[src/hdl/decode_pkg.sv]
`default_nettype none

package decode_pkg;

    typedef struct packed {
        logic [16:0] opcode;
        logic [4:0]  rk;
        logic [4:0]  rj;
        logic [4:0]  rd;
    } r3_fmt_t;

    typedef struct packed {
        logic [9:0]  opcode;
        logic [11:0] imm12;
        logic [4:0]  rj;
        logic [4:0]  rd;
    } ri12_fmt_t;

    // Same 32-bit word, two field layouts
    typedef union packed {
        r3_fmt_t   r3;
        ri12_fmt_t ri12;
    } instr_word_u;

    typedef enum logic [2:0] {
        cls_alu3r,
        cls_alui12,
        cls_load,
        cls_store,
        cls_branch,
        cls_priv,
        cls_other
    } instr_class_e;

    typedef struct packed {
        instr_class_e cls;
        logic [4:0]   src1;
        logic [4:0]   src2;
        logic [4:0]   dst;      // Zero means no register write
        logic         has_excp;
    } lane_info_t;

    // Opcode table, widths follow the bits each format compares
    localparam logic [16:0] op_add_w  = 17'h00020;
    localparam logic [16:0] op_sub_w  = 17'h00022;
    localparam logic [9:0]  op_addi_w = 10'h00a;
    localparam logic [9:0]  op_ld_w   = 10'h0a2;
    localparam logic [9:0]  op_st_w   = 10'h0a6;
    localparam logic [5:0]  op_beq    = 6'h16;   // Top 6 bits only
    localparam logic [7:0]  op_csr    = 8'h04;   // Top 8 bits only

endpackage

`default_nettype wire

[src/hdl/fetch_if.sv]
`default_nettype none


// Predecode result of one lane
interface lane_info_if
    import decode_pkg::*;
();
    logic       valid;
    lane_info_t info;

    modport producer (
        output valid,
        output info
    );

    modport consumer (
        input valid,
        input info
    );
endinterface

`default_nettype wire

[src/hdl/issue_pairer.sv]
`default_nettype none

module issue_pairer
    import decode_pkg::*;
(
    input  wire logic       stall,
    lane_info_if.consumer   lane0,
    lane_info_if.consumer   lane1,
    output logic            take0,
    output logic            take1
);

    lane_info_t i0;
    lane_info_t i1;
    logic       lane0_ends_group;
    logic       any_excp;
    logic       raw_hazard;
    logic       mem_conflict;
    logic       block_pair;

    assign i0 = lane0.info;
    assign i1 = lane1.info;

    assign lane0_ends_group = (i0.cls == cls_branch) || (i0.cls == cls_priv);
    assign any_excp         = i0.has_excp || i1.has_excp;

    // Lane1 cannot see lane0's result in the same cycle
    assign raw_hazard = (i0.dst != 5'd0) &&
                        ((i1.src1 == i0.dst) || (i1.src2 == i0.dst));

    // Single memory port
    assign mem_conflict = ((i0.cls == cls_load) || (i0.cls == cls_store)) &&
                          ((i1.cls == cls_load) || (i1.cls == cls_store));

    assign block_pair = lane0_ends_group || any_excp || (i1.cls == cls_priv) ||
                        raw_hazard || mem_conflict;

    assign take0 = lane0.valid && !stall;
    assign take1 = take0 && lane1.valid && !block_pair;

endmodule

`default_nettype wire

[src/flat_wrapper.sv]
// flat-port wrapper written by rule: the top's interface ports become plain ports
module issue_pairer_flat import decode_pkg::*;
  (stall, take0, take1, lane0_valid, lane0_info, lane1_valid, lane1_info);
  lane_info_if lane0_i ();
  lane_info_if lane1_i ();
  input  wire logic stall;
  output logic take0;
  output logic take1;
  input wire logic [$bits(lane0_i.valid)-1:0] lane0_valid;
  input wire logic [$bits(lane0_i.info)-1:0] lane0_info;
  input wire logic [$bits(lane1_i.valid)-1:0] lane1_valid;
  input wire logic [$bits(lane1_i.info)-1:0] lane1_info;
  assign lane0_i.valid = lane0_valid;
  assign lane0_i.info = lane0_info;
  assign lane1_i.valid = lane1_valid;
  assign lane1_i.info = lane1_info;
  issue_pairer u_core (.stall(stall), .lane0(lane0_i), .lane1(lane1_i), .take0(take0), .take1(take1));
endmodule
[config.mk]
export PLATFORM = sky130hd
export DESIGN_NAME = issue_pairer_flat
export DESIGN_NICKNAME = d
export VERILOG_FILES = /design/src/hdl/decode_pkg.sv /design/src/hdl/fetch_if.sv /design/src/hdl/issue_pairer.sv /design/src/flat_wrapper.sv
export SDC_FILE = /design/constraint.sdc
export NUM_CORES = 1
export LEC_CHECK = 0
export ABC_AREA = 1
export BUFFER_PORTS_ARGS = -buffer_cell sky130_fd_sc_hd__buf_4
export CAP_MARGIN = 20
export CORE_AREA = 5 5 42 44
export DETAILED_ROUTE_END_ITERATION = 8
export DIE_AREA = 0 0 47 49
export SYNTH_ARGS = -nofsm -noshare
export SYNTH_HDL_FRONTEND = slang
export SYNTH_SLANG_ARGS = --single-unit
[constraint.sdc]
create_clock -name vclk -period 0.8
set_input_delay 0.08 -clock vclk [all_inputs]
set_output_delay 0.08 -clock vclk [all_outputs]
set_load 0.1 [all_outputs]
# Yosys cells after proc, flatten, opt, wreduce, memory -nomap -nowiden
# Index checks and enable logic that the tools add are counted.
op_classes:
  n_eq_ne: 9
  reduce_logical: 17
ops:
  columns: ["cell", "count"]
  rows:
  - ["$eq 3x2->1 const B", 4]
  - ["$eq 5x5->1", 2]
  - ["$eq 3x3->1 const B", 3]
  - ["$logic_or 1x1->1", 9]
  - ["$logic_and 1x1->1", 5]
  - ["$reduce_bool 5->1", 1]
  - ["$logic_not 1->1", 2]
totals:
  register_bits: 0
  in_bits: 41
  word_cells: 26

# Logic depth before layout (Yosys ltp)
depth:
  ltp_word: 8
  depth_mapped: 7
  ltp_nobuf: 7

# Least setup slack after synthesis
# Ideal clock, no wire load.
synth_timing:
  kind: "input port to output port"
  start: "in lane0_valid"
  end: "out take1"
  arrival_ns: 1.341
  t_required_ns: 0.720
  path_slack_ns: -0.621
  stages: 5
  n_path_buf: 0
  path_cell_list: "inv_1 or2_1 nor3_2 nand3_1 a21oi_2"
synth_between:
  elab_chain_cells: 3
synth_rtl:
  columns: ["element", "line", "source"]
  rows:
  - ["start, declared", "flat_wrapper.sv:9", "input wire logic [$bits(lane0_i.valid)-1:0] lane0_valid;"]
  - ["$logic_and 1x1->1", "issue_pairer.sv:38", "assign take0 = lane0.valid && !stall;"]
  - ["$logic_and 1x1->1 (2 in a row)", "issue_pairer.sv:39", "assign take1 = take0 && lane1.valid && !block_pair;"]
  - ["end, declared", "flat_wrapper.sv:8", "output logic take1;"]
# Every way passes these cells.

# Worst setup path after layout
layout_timing:
  start: "in stall"
  end: "out take1"
layout_between:
  elab_chain_cells: 4
layout_rtl:
  columns: ["element", "line", "source"]
  rows:
  - ["start, declared", "flat_wrapper.sv:6", "input wire logic stall;"]
  - ["$logic_not 1->1", "issue_pairer.sv:38", null]
  - ["$logic_and 1x1->1", "issue_pairer.sv:38", null]
  - ["$logic_and 1x1->1 (2 in a row)", "issue_pairer.sv:39", null]
# Every way passes these cells.

==> report_table.html <==
<table>
<tr><th>Metric</th><th>Value</th></tr>
<tr><th colspan="2">Outcome</th></tr>
<tr><td>Result of the run</td><td>finished, violations left</td></tr>
<tr><td>Failing checks</td><td>setup timing</td></tr>
<tr><th colspan="2">Clock network</th></tr>
<tr><td>Resized Gates After CTS</td><td>5</td></tr>
<tr><td>Post-CTS setup buffers</td><td>0</td></tr>
<tr><td>Hold-fix buffer count after cts</td><td>0</td></tr>
<tr><th colspan="2">Critical path</th></tr>
<tr><td>Crit path DAT</td><td>roughly 0.96 ns</td></tr>
<tr><td>Crit path required time</td><td>0.72 ns</td></tr>
<tr><td>Maximum fanout along the worst path</td><td>2</td></tr>
<tr><td>CP startpoint kind</td><td>primary input</td></tr>
<tr><td>Worst Path Class, Setup</td><td>in -&gt; out</td></tr>
<tr><td>Crit path capture type</td><td>output pin</td></tr>
<tr><th colspan="2">Global routing</th></tr>
<tr><td>Grt met3 use</td><td>under 10%</td></tr>
<tr><td>GRT Resource Usage Total</td><td>about 6.4%</td></tr>
<tr><td>Vias in the first global route</td><td>between 300 and 400</td></tr>
<tr><td>Global-route layer with the greatest usage</td><td>met2</td></tr>
<tr><td>First-pass GRT wire length</td><td>1230 µm</td></tr>
<tr><td>Initial antenna violation count</td><td>0</td></tr>
<tr><td>Grt met2 use</td><td>roughly 10%</td></tr>
<tr><td>Pin count of the biggest net entering global routing</td><td>5</td></tr>
<tr><td>Met1 track demand over resource</td><td>under 10%</td></tr>
<tr><td>Global-route congestion overflow total</td><td>0</td></tr>
<tr><th colspan="2">Drt</th></tr>
<tr><td>Remaining DRCs</td><td>0</td></tr>
<tr><td>Iter 0 DRT Violations</td><td>4</td></tr>
<tr><td>Routed Antenna Nets</td><td>0</td></tr>
<tr><td>Post-DR vias/cell</td><td>4.02</td></tr>
<tr><td>Post-DR wirelength/cell</td><td>between 7 and 8 µm</td></tr>
<tr><td>Wirelength, routed</td><td>between 700 and 800 µm</td></tr>
<tr><td>First-pass iteration count of the detailed router</td><td>4</td></tr>
<tr><td>Vias after detailed routing</td><td>between 400 and 500</td></tr>
<tr><th colspan="2">Power</th></tr>
<tr><td>Combinational power share</td><td>100.0%</td></tr>
<tr><td>Switching power share of the total</td><td>between 40% and 50%</td></tr>
<tr><td>Total power draw</td><td>around 0.25 mW</td></tr>
<tr><td>Power density relative to cell area</td><td>458 nW/µm²</td></tr>
<tr><td>Part of the total power dissipated in the clock network</td><td>0%</td></tr>
<tr><td>Switch Pwr</td><td>approximately 0.11 mW</td></tr>
<tr><td>Flop pwr share</td><td>0%</td></tr>
<tr><td>Internal power consumption</td><td>0.139 mW</td></tr>
<tr><td>Worst ir drop on vdd</td><td>about 190 µV</td></tr>
<tr><td>Leakage</td><td>0.343 nW</td></tr>
<tr><th colspan="2">Synth</th></tr>
<tr><td>Synthesized-area fraction occupied by ao, oa, aoi and oai cells</td><td>~3.3%</td></tr>
<tr><td>Mean area per synthesized cell</td><td>~4.3 µm²</td></tr>
<tr><td>Fraction of the mapped netlist area in simple logic gates</td><td>67.3%</td></tr>
<tr><td>Yosys warns</td><td>0</td></tr>
<tr><td>Mapped cell area</td><td>roughly 260 µm²</td></tr>
<tr><td>Syn nets</td><td>102</td></tr>
<tr><td>Mux cell area share after synthesis</td><td>0%</td></tr>
<tr><td>Xor and xnor fraction of the mapped netlist area</td><td>about 6.6%</td></tr>
<tr><td>Combinational family with the most area after synthesis</td><td>simple AND/OR/NAND/NOR gates</td></tr>
<tr><td>Post-synth cell types</td><td>10</td></tr>
<tr><td>Post-Synth Adder-Cell Area</td><td>0%</td></tr>
<tr><td>Number of instances in the synthesized netlist</td><td>between 60 and 70</td></tr>
<tr><td>Register area share after synthesis</td><td>0%</td></tr>
<tr><th colspan="2">Floorplanning</th></tr>
<tr><td>Io pins</td><td>43</td></tr>
<tr><td>Row cnt</td><td>14</td></tr>
<tr><td>Initial core utilization</td><td>around a fifth</td></tr>
<tr><td>Chip width</td><td>between 40 and 50 µm</td></tr>
<tr><td>Core Region</td><td>approximately 1400 µm²</td></tr>
<tr><td>Area of the die</td><td>between 2000 and 2500 µm²</td></tr>
<tr><td>Y dimension of the die</td><td>roughly 49 µm</td></tr>
<tr><th colspan="2">Layout</th></tr>
<tr><td>Most common cell after layout, fill and taps aside</td><td>sky130_fd_sc_hd__buf_4</td></tr>
<tr><td>Total number of sequential cells</td><td>0</td></tr>
<tr><td>Leading cell types in the layout, fill and taps excluded</td><td>sky130_fd_sc_hd__buf_4 (25), sky130_fd_sc_hd__nand2_1 (24), sky130_fd_sc_hd__inv_1 (15)</td></tr>
<tr><td>Area added between synthesis and finish</td><td>105%</td></tr>
<tr><td>Final std cell area, no fill</td><td>between 500 and 600 µm²</td></tr>
<tr><td>Number of nets in the final layout</td><td>~130</td></tr>
<tr><td>Filler-free cell count of the finished design</td><td>about 110</td></tr>
<tr><td>Antenna diodes</td><td>0</td></tr>
<tr><td>Reg area</td><td>0 µm²</td></tr>
<tr><td>Fraction of final layout cells with drive strength greater than 1</td><td>~36%</td></tr>
<tr><td>Clock buf count</td><td>0</td></tr>
<tr><th colspan="2">STA</th></tr>
<tr><td>Hold violation total from the final report</td><td>0</td></tr>
<tr><td>Worst rel slew slack</td><td>88.7%</td></tr>
<tr><td>Setup ws final</td><td>-0.241 ns</td></tr>
<tr><td>Fmax</td><td>~960 MHz</td></tr>
<tr><td>Final number of max-transition violations</td><td>0</td></tr>
<tr><td>Final critical-path share of the clock period</td><td>130%</td></tr>
<tr><td>Setup repair after global routing missed its margin</td><td>yes</td></tr>
<tr><td>Number of endpoints failing setup at the final stage</td><td>1</td></tr>
<tr><td>Final critical-path required period</td><td>roughly 1.0 ns</td></tr>
<tr><td>Worst slew pin tran</td><td>about 0.17 ns</td></tr>
<tr><th colspan="2">Place</th></tr>
<tr><td>Count of buffers from port buffering</td><td>27</td></tr>
<tr><td>Global placement routability congestion</td><td>~0.66</td></tr>
<tr><td>Placed inst area</td><td>about 510 µm²</td></tr>
<tr><td>Post-detail-place hpwl</td><td>around 720 µm</td></tr>
<tr><td>Total placed cells including tap cells</td><td>between 100 and 150</td></tr>
<tr><td>Pre-CTS setup slack</td><td>-0.346 ns</td></tr>
<tr><th colspan="2">Hold path</th></tr>
<tr><td>Worst min path class</td><td>in -&gt; out</td></tr>
<tr><th colspan="2">Flow run</th></tr>
<tr><td>Max Cap Violations</td><td>0</td></tr>
</table>
[layout make-up]
cell class                 instances  area (µm²)
timing repair buffer              29         250
inverter                          16        60.1
multi-input combinational         45         211
fill                             157         860
tap                               16        20.0
[synth_stat cells]
| master | count | share of area (%) |
|---|---|---|
| sky130_fd_sc_hd__nand2_1 | 24 | 34 |
| sky130_fd_sc_hd__nor3_1 | 1 | 1.9 |
| sky130_fd_sc_hd__xnor2_1 | 2 | 6.6 |
| sky130_fd_sc_hd__nor2_1 | 9 | 13 |
| sky130_fd_sc_hd__nand3_1 | 5 | 9.5 |
| sky130_fd_sc_hd__a21oi_2 | 1 | 3.3 |
| sky130_fd_sc_hd__inv_1 | 16 | 23 |
| sky130_fd_sc_hd__nand3b_1 | 1 | 2.8 |
| sky130_fd_sc_hd__nor3_2 | 1 | 3.8 |
| sky130_fd_sc_hd__or2_1 | 1 | 2.4 |
[per-stage QoR]
stage / util (%) / setup TNS, ns / hold WS [ns]
floorplan: - / -0.558 / 0.463
global placement: 36.3 / -0.375 / 0.614
detailed placement: 36.3 / -0.388 / 0.616
CTS: 37.8 / -0.251 / 0.567
global route: 38.7 / -0.303 / 0.595
finish: 38.7 / -0.241 / 0.568
[layer usage]
| layer | wire [µm] | share of wire (%) |
|---|---|---|
| met3 | 134 | 17 |
| met2 | 341 | 44 |
| met5 | 0 | 0 |
| met4 | 0 | 0 |
| met1 | 298 | 39 |
[power groups by stage]
stage	sequential (mW)	combinational (mW)	clock, mW
finish	0	0.248	0
global route	0	0.276	0
floorplan	0	0.104	0
CTS	0	0.243	0
detailed placement	0	0.236	0
global placement	0	0.233	0
[kinds of logic (layout without fill, tap and decap cells)]
logic type | Yosys count | count (layout)
AOI/OAI and AO/OA | 1 | 1
xor gates and xnor gates | 2 | 2
buffers and inverters | 16 | 45
and+or+nand+nor | 42 | 42
[worst max-delay path, stage by stage]
cell                      delay [ns]
sky130_fd_sc_hd__buf_6          0.09
sky130_fd_sc_hd__or2_1          0.24
sky130_fd_sc_hd__nor3_2         0.10
sky130_fd_sc_hd__nand3_1        0.12
sky130_fd_sc_hd__a21oi_4        0.15
sky130_fd_sc_hd__buf_12         0.19
[final timing paths]
kind	slack (ns)	to	from	cells after the start
setup / recovery	-0.24	take1	stall	6
hold / removal	0.57	take0	stall	4
Note: power is estimated with default switching activity, not from simulation.
