`src/hdl/fetch_consts.svh`:
```
`ifndef FETCH_CONSTS_SVH
`define FETCH_CONSTS_SVH

// Buffer geometry
`define FB_DEPTH 16
`define FB_PTR_W 4
`define FB_CNT_W 5

// Payload carried next to each instruction
`define PRED_W 64
`define EXCP_W 16

// Full at 14 so that one more pair still fits
`define FB_FULL_LEVEL 14

`endif
```
`src/hdl/decode_pkg.sv`:
```
`default_nettype none

package decode_pkg;

    typedef struct packed {
        logic [16:0] opcode;
        logic [4:0]  rk;
        logic [4:0]  rj;
        logic [4:0]  rd;
    } r3_fmt_t;

    typedef struct packed {
        logic [9:0]  opcode;
        logic [11:0] imm12;
        logic [4:0]  rj;
        logic [4:0]  rd;
    } ri12_fmt_t;

    // Same 32-bit word, two field layouts
    typedef union packed {
        r3_fmt_t   r3;
        ri12_fmt_t ri12;
    } instr_word_u;

    typedef enum logic [2:0] {
        cls_alu3r,
        cls_alui12,
        cls_load,
        cls_store,
        cls_branch,
        cls_priv,
        cls_other
    } instr_class_e;

    typedef struct packed {
        instr_class_e cls;
        logic [4:0]   src1;
        logic [4:0]   src2;
        logic [4:0]   dst;      // Zero means no register write
        logic         has_excp;
    } lane_info_t;

    // Opcode table, widths follow the bits each format compares
    localparam logic [16:0] op_add_w  = 17'h00020;
    localparam logic [16:0] op_sub_w  = 17'h00022;
    localparam logic [9:0]  op_addi_w = 10'h00a;
    localparam logic [9:0]  op_ld_w   = 10'h0a2;
    localparam logic [9:0]  op_st_w   = 10'h0a6;
    localparam logic [5:0]  op_beq    = 6'h16;   // Top 6 bits only
    localparam logic [7:0]  op_csr    = 8'h04;   // Top 8 bits only

endpackage

`default_nettype wire

```
`src/hdl/fetch_pkg.sv`:
```
`default_nettype none

`include "fetch_consts.svh"

package fetch_pkg;

    // One queued instruction as it came from the cache
    typedef struct packed {
        logic [31:0]          pc;
        logic [31:0]          instr;
        logic [1:0]           plv;    // Privilege level at fetch
        logic [`PRED_W-1:0]   pred;   // Branch prediction word
        logic [`EXCP_W-1:0]   excp;   // Nonzero marks a fetch exception
    } fb_entry_t;

endpackage

`default_nettype wire

```
`src/hdl/fetch_if.sv`:
```
`default_nettype none

// One presented buffer entry
interface fb_slot_if
    import fetch_pkg::*;
();
    logic      valid;
    fb_entry_t entry;

    modport producer (
        output valid,
        output entry
    );

    modport consumer (
        input valid,
        input entry
    );
endinterface

// Predecode result of one lane
interface lane_info_if
    import decode_pkg::*;
();
    logic       valid;
    lane_info_t info;

    modport producer (
        output valid,
        output info
    );

    modport consumer (
        input valid,
        input info
    );
endinterface

`default_nettype wire

```
`src/hdl/instr_predecode.sv`:
```
`default_nettype none

module instr_predecode
    import fetch_pkg::*;
    import decode_pkg::*;
(
    fb_slot_if.consumer    slot,
    lane_info_if.producer  info
);

    fb_entry_t    ent;
    instr_word_u  iw;
    instr_class_e cls;
    lane_info_t   res;

    assign ent = slot.entry;
    assign iw  = ent.instr;

    always_comb begin
        if (iw.r3.opcode == op_add_w || iw.r3.opcode == op_sub_w) begin
            cls = cls_alu3r;
        end else if (iw.ri12.opcode == op_addi_w) begin
            cls = cls_alui12;
        end else if (iw.ri12.opcode == op_ld_w) begin
            cls = cls_load;
        end else if (iw.ri12.opcode == op_st_w) begin
            cls = cls_store;
        end else if (iw.ri12.opcode[9:4] == op_beq) begin
            cls = cls_branch;
        end else if (iw.ri12.opcode[9:2] == op_csr) begin
            cls = cls_priv;
        end else begin
            cls = cls_other;
        end
    end

    always_comb begin
        res          = '0;
        res.cls      = cls;
        res.has_excp = |ent.excp;
        case (cls)
            cls_alu3r: begin
                res.src1 = iw.r3.rj;
                res.src2 = iw.r3.rk;
                res.dst  = iw.r3.rd;
            end
            cls_alui12, cls_load: begin
                res.src1 = iw.ri12.rj;
                res.dst  = iw.ri12.rd;
            end
            cls_store, cls_branch: begin
                res.src1 = iw.ri12.rj;
                res.src2 = iw.ri12.rd;     // rd is read, not written
            end
            default: ;
        endcase
    end

    assign info.valid = slot.valid;
    assign info.info  = res;

endmodule

`default_nettype wire

```
`src/flat_wrapper.sv`:
```
// flat-port wrapper written by rule: the top's interface ports become plain ports
module instr_predecode_flat import fetch_pkg::*; import decode_pkg::*;
  (slot_valid, slot_entry, info_valid, info_info);
  fb_slot_if slot_i ();
  lane_info_if info_i ();
  input wire logic [$bits(slot_i.valid)-1:0] slot_valid;
  input wire logic [$bits(slot_i.entry)-1:0] slot_entry;
  output wire logic [$bits(info_i.valid)-1:0] info_valid;
  output wire logic [$bits(info_i.info)-1:0] info_info;
  assign slot_i.valid = slot_valid;
  assign slot_i.entry = slot_entry;
  assign info_valid = info_i.valid;
  assign info_info = info_i.info;
  instr_predecode u_core (.slot(slot_i), .info(info_i));
endmodule
```
`config.mk`:
```
export PLATFORM = sky130hd
export DESIGN_NAME = instr_predecode_flat
export DESIGN_NICKNAME = d
export VERILOG_FILES = /design/src/hdl/decode_pkg.sv /design/src/hdl/fetch_pkg.sv /design/src/hdl/fetch_if.sv /design/src/hdl/instr_predecode.sv /design/src/flat_wrapper.sv
export VERILOG_INCLUDE_DIRS = /design/src /design/src/hdl
export SDC_FILE = /design/constraint.sdc
export NUM_CORES = 1
export LEC_CHECK = 0
export BUFFER_PORTS_ARGS = -buffer_cell sky130_fd_sc_hd__buf_2
export CAP_MARGIN = 20
export CORE_AREA = 2 2 64 66
export DETAILED_ROUTE_END_ITERATION = 8
export DIE_AREA = 0 0 66 68
export MAX_ROUTING_LAYER = met4
export PLACE_DENSITY = 0.7
export RECOVER_POWER = 50
export SKIP_LAST_GASP = 1
export SLEW_MARGIN = 20
export SYNTH_ARGS = -nofsm -noshare
export SYNTH_HDL_FRONTEND = slang
export SYNTH_SLANG_ARGS = --single-unit
export TNS_END_PERCENT = 50
```
`constraint.sdc`:
```
create_clock -name vclk -period 1.9
set_input_delay 0.38 -clock vclk [all_inputs]
set_output_delay 0.38 -clock vclk [all_outputs]
set_load 0.005 [all_outputs]
```
; Word level (Yosys, flattened, before mapping)
; Cells that the tools add are included.
[word_totals]
regBits = 0
[classes]
n_eq_ne = 11
mux = 9
n_reduce_logical = 6
[ops]
columns = op, n
row1 = "17-bit by 6-bit equality test with 1-bit output, second input constant", 2
row2 = "10-bit by 8-bit equality test with 1-bit output, second input constant", 2
row3 = 16-bit OR reduction, 1
row4 = 3-bit 2-to-1 mux, 5
row5 = "10-bit by 4-bit equality test with 1-bit output, second input constant", 1
row6 = 5-bit 2-to-1 mux, 2
row7 = 5-bit case mux with 2 select lines, 1
row8 = "8-bit by 3-bit equality test with 1-bit output, second input constant", 1
row9 = "3-bit by 2-bit equality test with 1-bit output, second input constant", 2
row10 = "6-bit by 5-bit equality test with 1-bit output, second input constant", 1
row11 = 5-bit OR reduction, 1
row12 = "3-bit by 1-bit equality test with 1-bit output, second input constant", 1
row13 = "3-bit equality test, second input constant", 1
row14 = 3-bit zero test, 1
row15 = 3-bit OR reduction, 1
row16 = 2-bit 2-to-1 mux, 1
row17 = 2-bit OR reduction, 1
row18 = 1-bit logical OR, 1

; Depth between registers and ports, before layout
; Gate-level depths: netlist of the first run.
[depth]
depth_word = 10
depth_mapped = 5

; Worst setup path after synthesis of the first run
; No wires, ideal clock.
[synth_path]
kind = input port to output port
startpoint = in slot_entry[100]
endpoint = out info_info[1]
t_arrival_ns = 1.389
t_required_ns = 1.520
setup_slack_ns = 0.131
path_stages = 4
path_cell_list = or4b_1 -> o21bai_1 -> buf_4 -> and2_1
[synth_via]
elab_chain_cells = 6
elab_cells_between_ends = 9
classes_between = eq/ne: 4 / mux: 2 / reduce/logical: 3
[synth_rtl]
columns = element, line_no
row1 = from (decl), flat_wrapper.sv:7  ; input wire logic [$bits(slot_i.entry)-1:0] slot_entry;
row2 = 17-bit by 6-bit equality test with 1-bit output, instr_predecode.sv:20  ; if (iw.r3.opcode == op_add_w || iw.r3.opcode == op_sub_w) begin
row3 = 1-bit logical OR (*), instr_predecode.sv:20
row4 = 3-bit 2-to-1 mux (*), instr_predecode.sv:20
row5 = 3-bit by 1-bit equality test with 1-bit output (tied with other cells), instr_predecode.sv:41  ; case (cls)
row6 = 3-bit OR reduction (no source line) (*), --
row7 = 5-bit 2-to-1 mux (*), instr_predecode.sv:41
row8 = to (decl), flat_wrapper.sv:9  ; output wire logic [$bits(info_i.info)-1:0] info_info;
; Every way passes the cells marked *; elsewhere a longest branch is shown, timed or not.

; Final worst setup path of the first run
[layout_path]
startpoint = in slot_entry[106]
endpoint = out info_info[8]
[layout_via]
elab_chain_cells = 10
elab_cells_between_ends = 18
classes_between = eq/ne: 8 / mux: 7 / reduce/logical: 3
[layout_rtl]
columns = element, line_no
row1 = 8-bit by 3-bit equality test with 1-bit output, instr_predecode.sv:30  ; end else if (iw.ri12.opcode[9:2] == op_csr) begin
row2 = 2-bit 2-to-1 mux, instr_predecode.sv:30
row3 = 3-bit 2-to-1 mux, instr_predecode.sv:28  ; end else if (iw.ri12.opcode[9:4] == op_beq) begin
row4 = 3-bit 2-to-1 mux, instr_predecode.sv:26  ; end else if (iw.ri12.opcode == op_st_w) begin
row5 = 3-bit 2-to-1 mux, instr_predecode.sv:24  ; end else if (iw.ri12.opcode == op_ld_w) begin
row6 = 3-bit 2-to-1 mux, instr_predecode.sv:22  ; end else if (iw.ri12.opcode == op_addi_w) begin
row7 = 3-bit 2-to-1 mux (*), instr_predecode.sv:20
row8 = 3-bit by 2-bit equality test with 1-bit output or 3-bit equality test (tied branches), instr_predecode.sv:41
row9 = 2-bit OR reduction, --
row10 = 5-bit case mux with 2 select lines (*), instr_predecode.sv:41
; Marks and branches as above.

==> summary.txt, run 1 <==
Route
  • DRC viols: 0
  • 1st-iter DRT viols: 8
  • Routed met3 length: 180 µm
  • Post-detailed-route wirelength per cell: 9.972 µm
  • Final WL: 1.775 mm
  • Met2 Wirelength: 1.045 mm
  • Post-route ant nets: 0
  • Metal-1 WL: 549 µm
  • Top sig layer: met3
  • Routed vias: 713
  • Vias per cell: 4.006
  • 1st-pass router iterations: 3

Yosys
  • Warnings, synthesis: 0
  • Largest area contributor in the netlist: and2_1
  • Library cells used by synthesis: 26
  • Cell Area, Synth: 384.1 µm²
  • Seq/Total Area, Yosys: 0%
  • Top cell type's share of synthesized area: 9.772%
  • Post-Synthesis Cells: 51
  • Post-synthesis area per instance: 7.532 µm²
  • Syn nets: 198
  • Ranking of synthesized cells by area: and2_1, o21a_1, a22o_1

Clock tree
  • CTS hold repair buffers: 0

Worst setup path
  • Crit end category: output pin
  • Crit path DAT: 1630 ps
  • Worst Path Max Fanout: 5
  • Startpoint Class: primary input
  • Worst Path Required: 1520 ps
  • Critical path type: primary input to output pin

STA
  • Post-layout worst setup margin: -112.9 ps
  • Max Clk Rate: 496.8 MHz
  • RSZ-0062 raised after global routing: true
  • Final setup fails: 17
  • Period utilisation layout: 105.9%
  • Relative slew slack: 83.59%
  • Tmin final: 2013 ps
  • Final hold viol count: 0
  • Hold WS: 760.0 ps
  • Final-report max-slew violation count: 0
  • Tightest Pin Transition: 243.9 ps

Outcome
  • Status: finished, violations left
  • Failing checks: negative setup slack

Die
  • Die Wd: 66 µm
  • Vert. Die Dim: 68 µm
  • Die ar.: 4488 µm²
  • Initial core utilization: 9.961%
  • FP Rows: 23
  • IO Pins: 167
  • Core area: 3856 µm²

Cells and area
  • FF+latch count: 0
  • # clk buffers: 0
  • Post-Layout Cell Count: 178
  • Share of layout cells above drive strength 1: 69.29%
  • Reg area: 0 µm²
  • Layout Nets: 276
  • Multi-input gate area: 405.4 µm²
  • Post-layout util: 24.21%
  • Area growth, synth to finish: 143.0%
  • Post-route cell area: 933.4 µm²
  • FILL cells: 443

Placement
  • DP Worst Slack: -180.4 ps
  • Post-place instance area: 842.1 µm²
  • Cell total after placement: 174
  • Post-DP HPWL: 1.582 mm
  • GPL Wtd Cong: 0.7435
  • # port buffers: 66

Global routing
  • Initial antenna violation count: 1
  • Global Route Usage Sum: 6.965%
  • Pin count of the biggest net entering global routing: 12
  • Vias in the first global route: 604
  • First-pass GRT wire length: 2.470 mm
  • Grt ovf: 0

Power and ir drop
  • Power per cell area: 108.0 nW/µm²
  • Max VDD drop: 25.82 µV
  • Switching pwr: 39.38 µW
  • Sw frac: 39.06%
  • Sequential share of power: 0%
  • Combinational fraction of design power: 100.0%
  • Internal: 61.42 µW
  • Clock Power Share: 0%
  • LEAKAGE: 0.0004856 µW

Min path
  • Hold Path Class: primary input to output pin

Run
  • Max-cap violations: 0
-- critical path: stages --
cell,delay [ps]
buf_6,100
nor4_4,300
nand4_1,270
nor2_2,220
buf_6,140
a22o_1,120
buf_2,100
-- cells in the mapped netlist --
cell       instances
or4b_1             1
nor3b_1            2
o211a_1            1
nand4_2            1
nand4_1            3
nor4_4             1
nand2_1            1
o22ai_1            1
nor3_1             1
a211oi_4           1
nor2b_1            1
nand3_1            1
o2bb2ai_1          1
nor4_1             5
o21bai_1           1
and2_1             6
nor2_1             5
o21a_1             5
a22o_1             4
a211o_2            1
and2b_1            1
and3b_1            1
o21ai_0            2
mux2i_1            1
buf_4              2
nor3b_2            1
-- kinds of logic after synthesis --
logic type,after synthesis,share of synthesized area (%)
AOI/OAI and AO/OA,17,37.79
buffers and inverters,2,3.908
muxes,1,2.606
and+or+nand+nor,31,55.70
-- final cells by class --
type | count | area share, %
repair buffers | 78 | 49.60
multi-input cells | 49 | 43.43
diodes | 1 | 0.2681
well taps | 50 | 6.702
-- layout by cell type (no fill, tap or decap), types with 2 or more instances in the layout --
master    n
a22o_1    4
and2_1    6
buf_2    63
buf_4     9
buf_6     4
nand4_1   3
nor2_1    4
nor3b_1   2
nor4_1    4
o21a_1    5
o21ai_0   2
-- layer usage --
metal | vias to the layer above | track usage, %
met5 | - | -
met4 | 0 | 0
met3 | 0 | 1.645
met2 | 28 | 15.66
met1 | 325 | 6.067
li1 | 360 | -
-- path summary, 6_finish.rpt --
kind / from / end / depth (start not counted)
max: slot_entry[106] / info_info[8] / 7
min: slot_valid / info_valid / 0
-- repair_timing --
| item | CTS | global route |
|---|---|---|
| gates cloned | 0 | 0 |
| buffers inserted | 2 | 1 |
| pin swaps | 8 | 4 |
| resized for setup | 12 | 4 |
| endpoints found under the setup margin | 16 | 17 |
-- power groups by stage --
| stage | combinational (µW) | sequential, µW | clock [µW] |
|---|---|---|---|
| global route | 111 | 0 | 0.0000703 |
| CTS | 99.6 | 0 | 0 |
| floorplan | 21.2 | 0 | 0 |
| global placement | 86.7 | 0 | 0 |
| finish | 101 | 0 | 0.0000704 |
| detailed placement | 89.0 | 0 | 0 |
-- metrics by stage --
| stage | power (µW) | setup TNS, ps |
|---|---|---|
| after floorplan | 21.21 | 0 |
| after CTS | 99.63 | -1138 |
| after global routing | 111.0 | -3315 |
| final | 100.8 | -1512 |
| after detailed placement | 88.96 | -2428 |
| after global placement | 86.68 | -2101 |
Note: power is estimated with default switching activity, not from simulation.
==> run 2, diff against run 1 <==
--- a/config.mk
+++ b/config.mk
@@ -6,13 +6,14 @@
 export SDC_FILE = /design/constraint.sdc
 export NUM_CORES = 1
 export LEC_CHECK = 0
+export ABC_AREA = 1
 export BUFFER_PORTS_ARGS = -buffer_cell sky130_fd_sc_hd__buf_2
 export CAP_MARGIN = 20
 export CORE_AREA = 2 2 64 66
 export DETAILED_ROUTE_END_ITERATION = 8
 export DIE_AREA = 0 0 66 68
 export MAX_ROUTING_LAYER = met4
-export PLACE_DENSITY = 0.7
+export PLACE_DENSITY = 0.73
 export RECOVER_POWER = 50
 export SKIP_LAST_GASP = 1
 export SLEW_MARGIN = 20
==> summary.txt, run 2 <==
Cells and area
  • Post-Layout Cell Count: 211 (+19%)
  • Layout Nets: 307 (+11%)
  • FF+latch count: 0 (unchanged)
  • Post-route cell area: 884.6 µm² (-5.2%)
  • Share of layout cells above drive strength 1: 50.00% (-19 points)
  • Commonest non-fill, non-tap cell in the layout: buf_2
  • Area growth, synth to finish: 80.82%
  • Commonest cells after routing, fill and taps aside: buf_2, nand2_1, inv_1
  • Reg area: 0 µm² (unchanged)
  • # clk buffers: 0 (unchanged)
  • FILL cells: 465 (+5.0%)

Placement
  • Post-DP HPWL: 1.932 mm (+22%)
  • # port buffers: 66 (unchanged)
  • Cell total after placement: 208 (+20%)
  • Post-place instance area: 882.1 µm² (+4.8%)
  • GPL Wtd Cong: 0.8376 (+13%)

Run
  • Max-cap violations: 0 (unchanged)

Worst setup path
  • Crit end category: output pin
  • Slowest cell on the critical path: nor2_2
  • Critical path type: primary input to output pin
  • Critical-path cell list: buf_2 > nor2_2 > nand2_2 > nor2_8 > nand2_4 > nand2_4 > nor2_4 > a21oi_1 > buf_2
  • Worst Path Max Fanout: 6 (+1)
  • Startpoint Class: primary input
  • Top Family by Delay on Critical Path: simple AND/OR/NAND/NOR gates
  • Crit path DAT: 1360 ps (-270 ps)
  • CP peak stage delay: 160 ps (-140 ps)
  • Worst Path Required: 1520 ps (about the same)
  • CP Buf/Inv Count: 2 (-1)

Power and ir drop
  • Max VDD drop: 49.63 µV (+92%)
  • Power per cell area: 100.5 nW/µm² (-7.0%)
  • LEAKAGE: 0.0006221 µW (+28%)
  • Total power: 88.87 µW (-12%)

Min path
  • Cells on Worst Hold Path: 0 (unchanged)
  • Hold Path End: info_valid
  • Hold Crit Start: slot_valid
  • Hold Path Class: primary input to output pin

STA
  • Period utilisation layout: 91.82% (-14 points)
  • Final setup fails: 0 (-17)
  • Fin Setup TNS: 0 ps (+1512 ps)
  • RSZ-0062 raised after global routing: false
  • Max Clk Rate: 573.2 MHz (+15%)
  • Tmin final: 1745 ps (-268.3 ps)
  • Relative slew slack: 84.64% (+1.0 points)
  • Final hold viol count: 0 (unchanged)
  • Tightest Pin Transition: 228.3 ps (-15.51 ps)
  • Final-report max-slew violation count: 0 (unchanged)

Route
  • Post-route ant nets: 0 (unchanged)
  • Vias per cell: 3.739 (-6.6%)
  • Post-detailed-route wirelength per cell: 9.749 µm (-2.2%)
  • 1st-pass router iterations: 4 (+1)
  • 1st-iter DRT viols: 9 (+1)
  • DRC viols: 0 (unchanged)
  • Final WL: 2.057 mm (+16%)
  • Routed vias: 789 (+11%)

Die
  • FP Rows: 23 (unchanged)
  • Die Wd: 66 µm (unchanged)
  • Die ar.: 4488 µm² (unchanged)
  • IO Pins: 167 (unchanged)
  • Initial core utilization: 12.69% (+2.7 points)
  • Vert. Die Dim: 68 µm (unchanged)
  • Core area: 3856 µm² (unchanged)

Yosys
  • Seq/Total Area, Yosys: 0% (unchanged)
  • Post-synthesis area per instance: 5.318 µm² (-29%)
  • Most common cell in the netlist: nand2_1
  • Ranking of synthesized cells by area: nand2_1, inv_1, nand3_1
  • Syn nets: 239 (+21%)
  • Cell Area, Synth: 489.2 µm² (+27%)
  • Largest area contributor in the netlist: nand2_1
  • Top cell type's share of synthesized area: 19.95% (+10 points)
  • Post-Synthesis Cells: 92 (+80%)
  • Warnings, synthesis: 0 (unchanged)
  • Library cells used by synthesis: 18 (-31%)
  • Post-synth top cells: nand2_1, inv_1, nor2_1

Clock tree
  • Cts repair resizes: 0 (-12)
  • Setup bufs post-CTS: 0 (-2)
  • CTS hold repair buffers: 0 (unchanged)

Global routing
  • First-pass GRT wire length: 3.042 mm (+23%)
  • Vias in the first global route: 730 (+21%)
  • Grt ovf: 0 (unchanged)
  • Global Route Usage Sum: 8.949% (+2.0 points)
  • Initial antenna violation count: 3 (+2)
  • Pin count of the biggest net entering global routing: 7 (-5)

Outcome
  • Status: completed
run 2: cell types whose count changed after synthesis, moves of 4 or more:
cell     before  now
nand2_1       1   26
inv_1         0   18
nand3_1       1    8
a21oi_1       0    5
and2_1        6    1
nor2_1        5   10
o21a_1        5    0
a22o_1        4    0
run 2: area by class of cell:
type                            instances  area [µm²]  share of cell area [%]
Antenna cell                            3       7.507                  0.8487
Multi-Input combinational cell         73       414.1                   46.82
Tap cell                               50       62.56                   7.072
Inverter                               18       67.56                   7.638
Timing Repair Buffer                   67       332.8                   37.62
run 2: logic make-up after synthesis:
kind of cell	count (synthesis)	share of synthesized area, %
compound gates	6	6.136
buf+inv	19	15.34
simple gates	67	78.52
run 2: metrics by stage:
step | setup slack, ps | util, % | hold WS [ps]
2_1_floorplan | 439.4 | - | 827.5
3_3_place_gp | 164.4 | 22.87 | 760.1
3_5_place_dp | 147.8 | 22.87 | 760.1
4_1_cts | 145.1 | 22.87 | 760.1
5_1_grt | 24.56 | 22.94 | 760.0
6_report | 155.4 | 22.94 | 760.0
run 2: worst max path at each step:
stage	from	to	cells past startpoint
after CTS	slot_entry[106]	info_info[12]	9
after global placement	slot_entry[106]	info_info[14]	9
after floorplan	slot_entry[106]	info_info[11]	7
after detailed placement	slot_entry[106]	info_info[12]	9
after global routing	slot_entry[106]	info_info[5]	9
final	slot_entry[106]	info_info[12]	9
run 2: report_power, final:
group / switching (µW) / total (µW) / internal [µW] / leakage, µW
combinational: 42.4 / 88.9 / 46.4 / 0.000622
sequential: 0 / 0 / 0 / 0
clock: 0 / 0.000211 / 0.000211 / 0.0000000190
total: 42.4 / 88.9 / 46.4 / 0.000622
run 2: per-layer routing:
layer / share of wire (%) / vias up / global-route usage, %
li1: - / 423 / -
met1: 44 / 316 / 10.64
met2: 42 / 50 / 15.78
met3: 14 / 0 / 2.961
met4: 0 / 0 / 0
met5: 0 / - / -
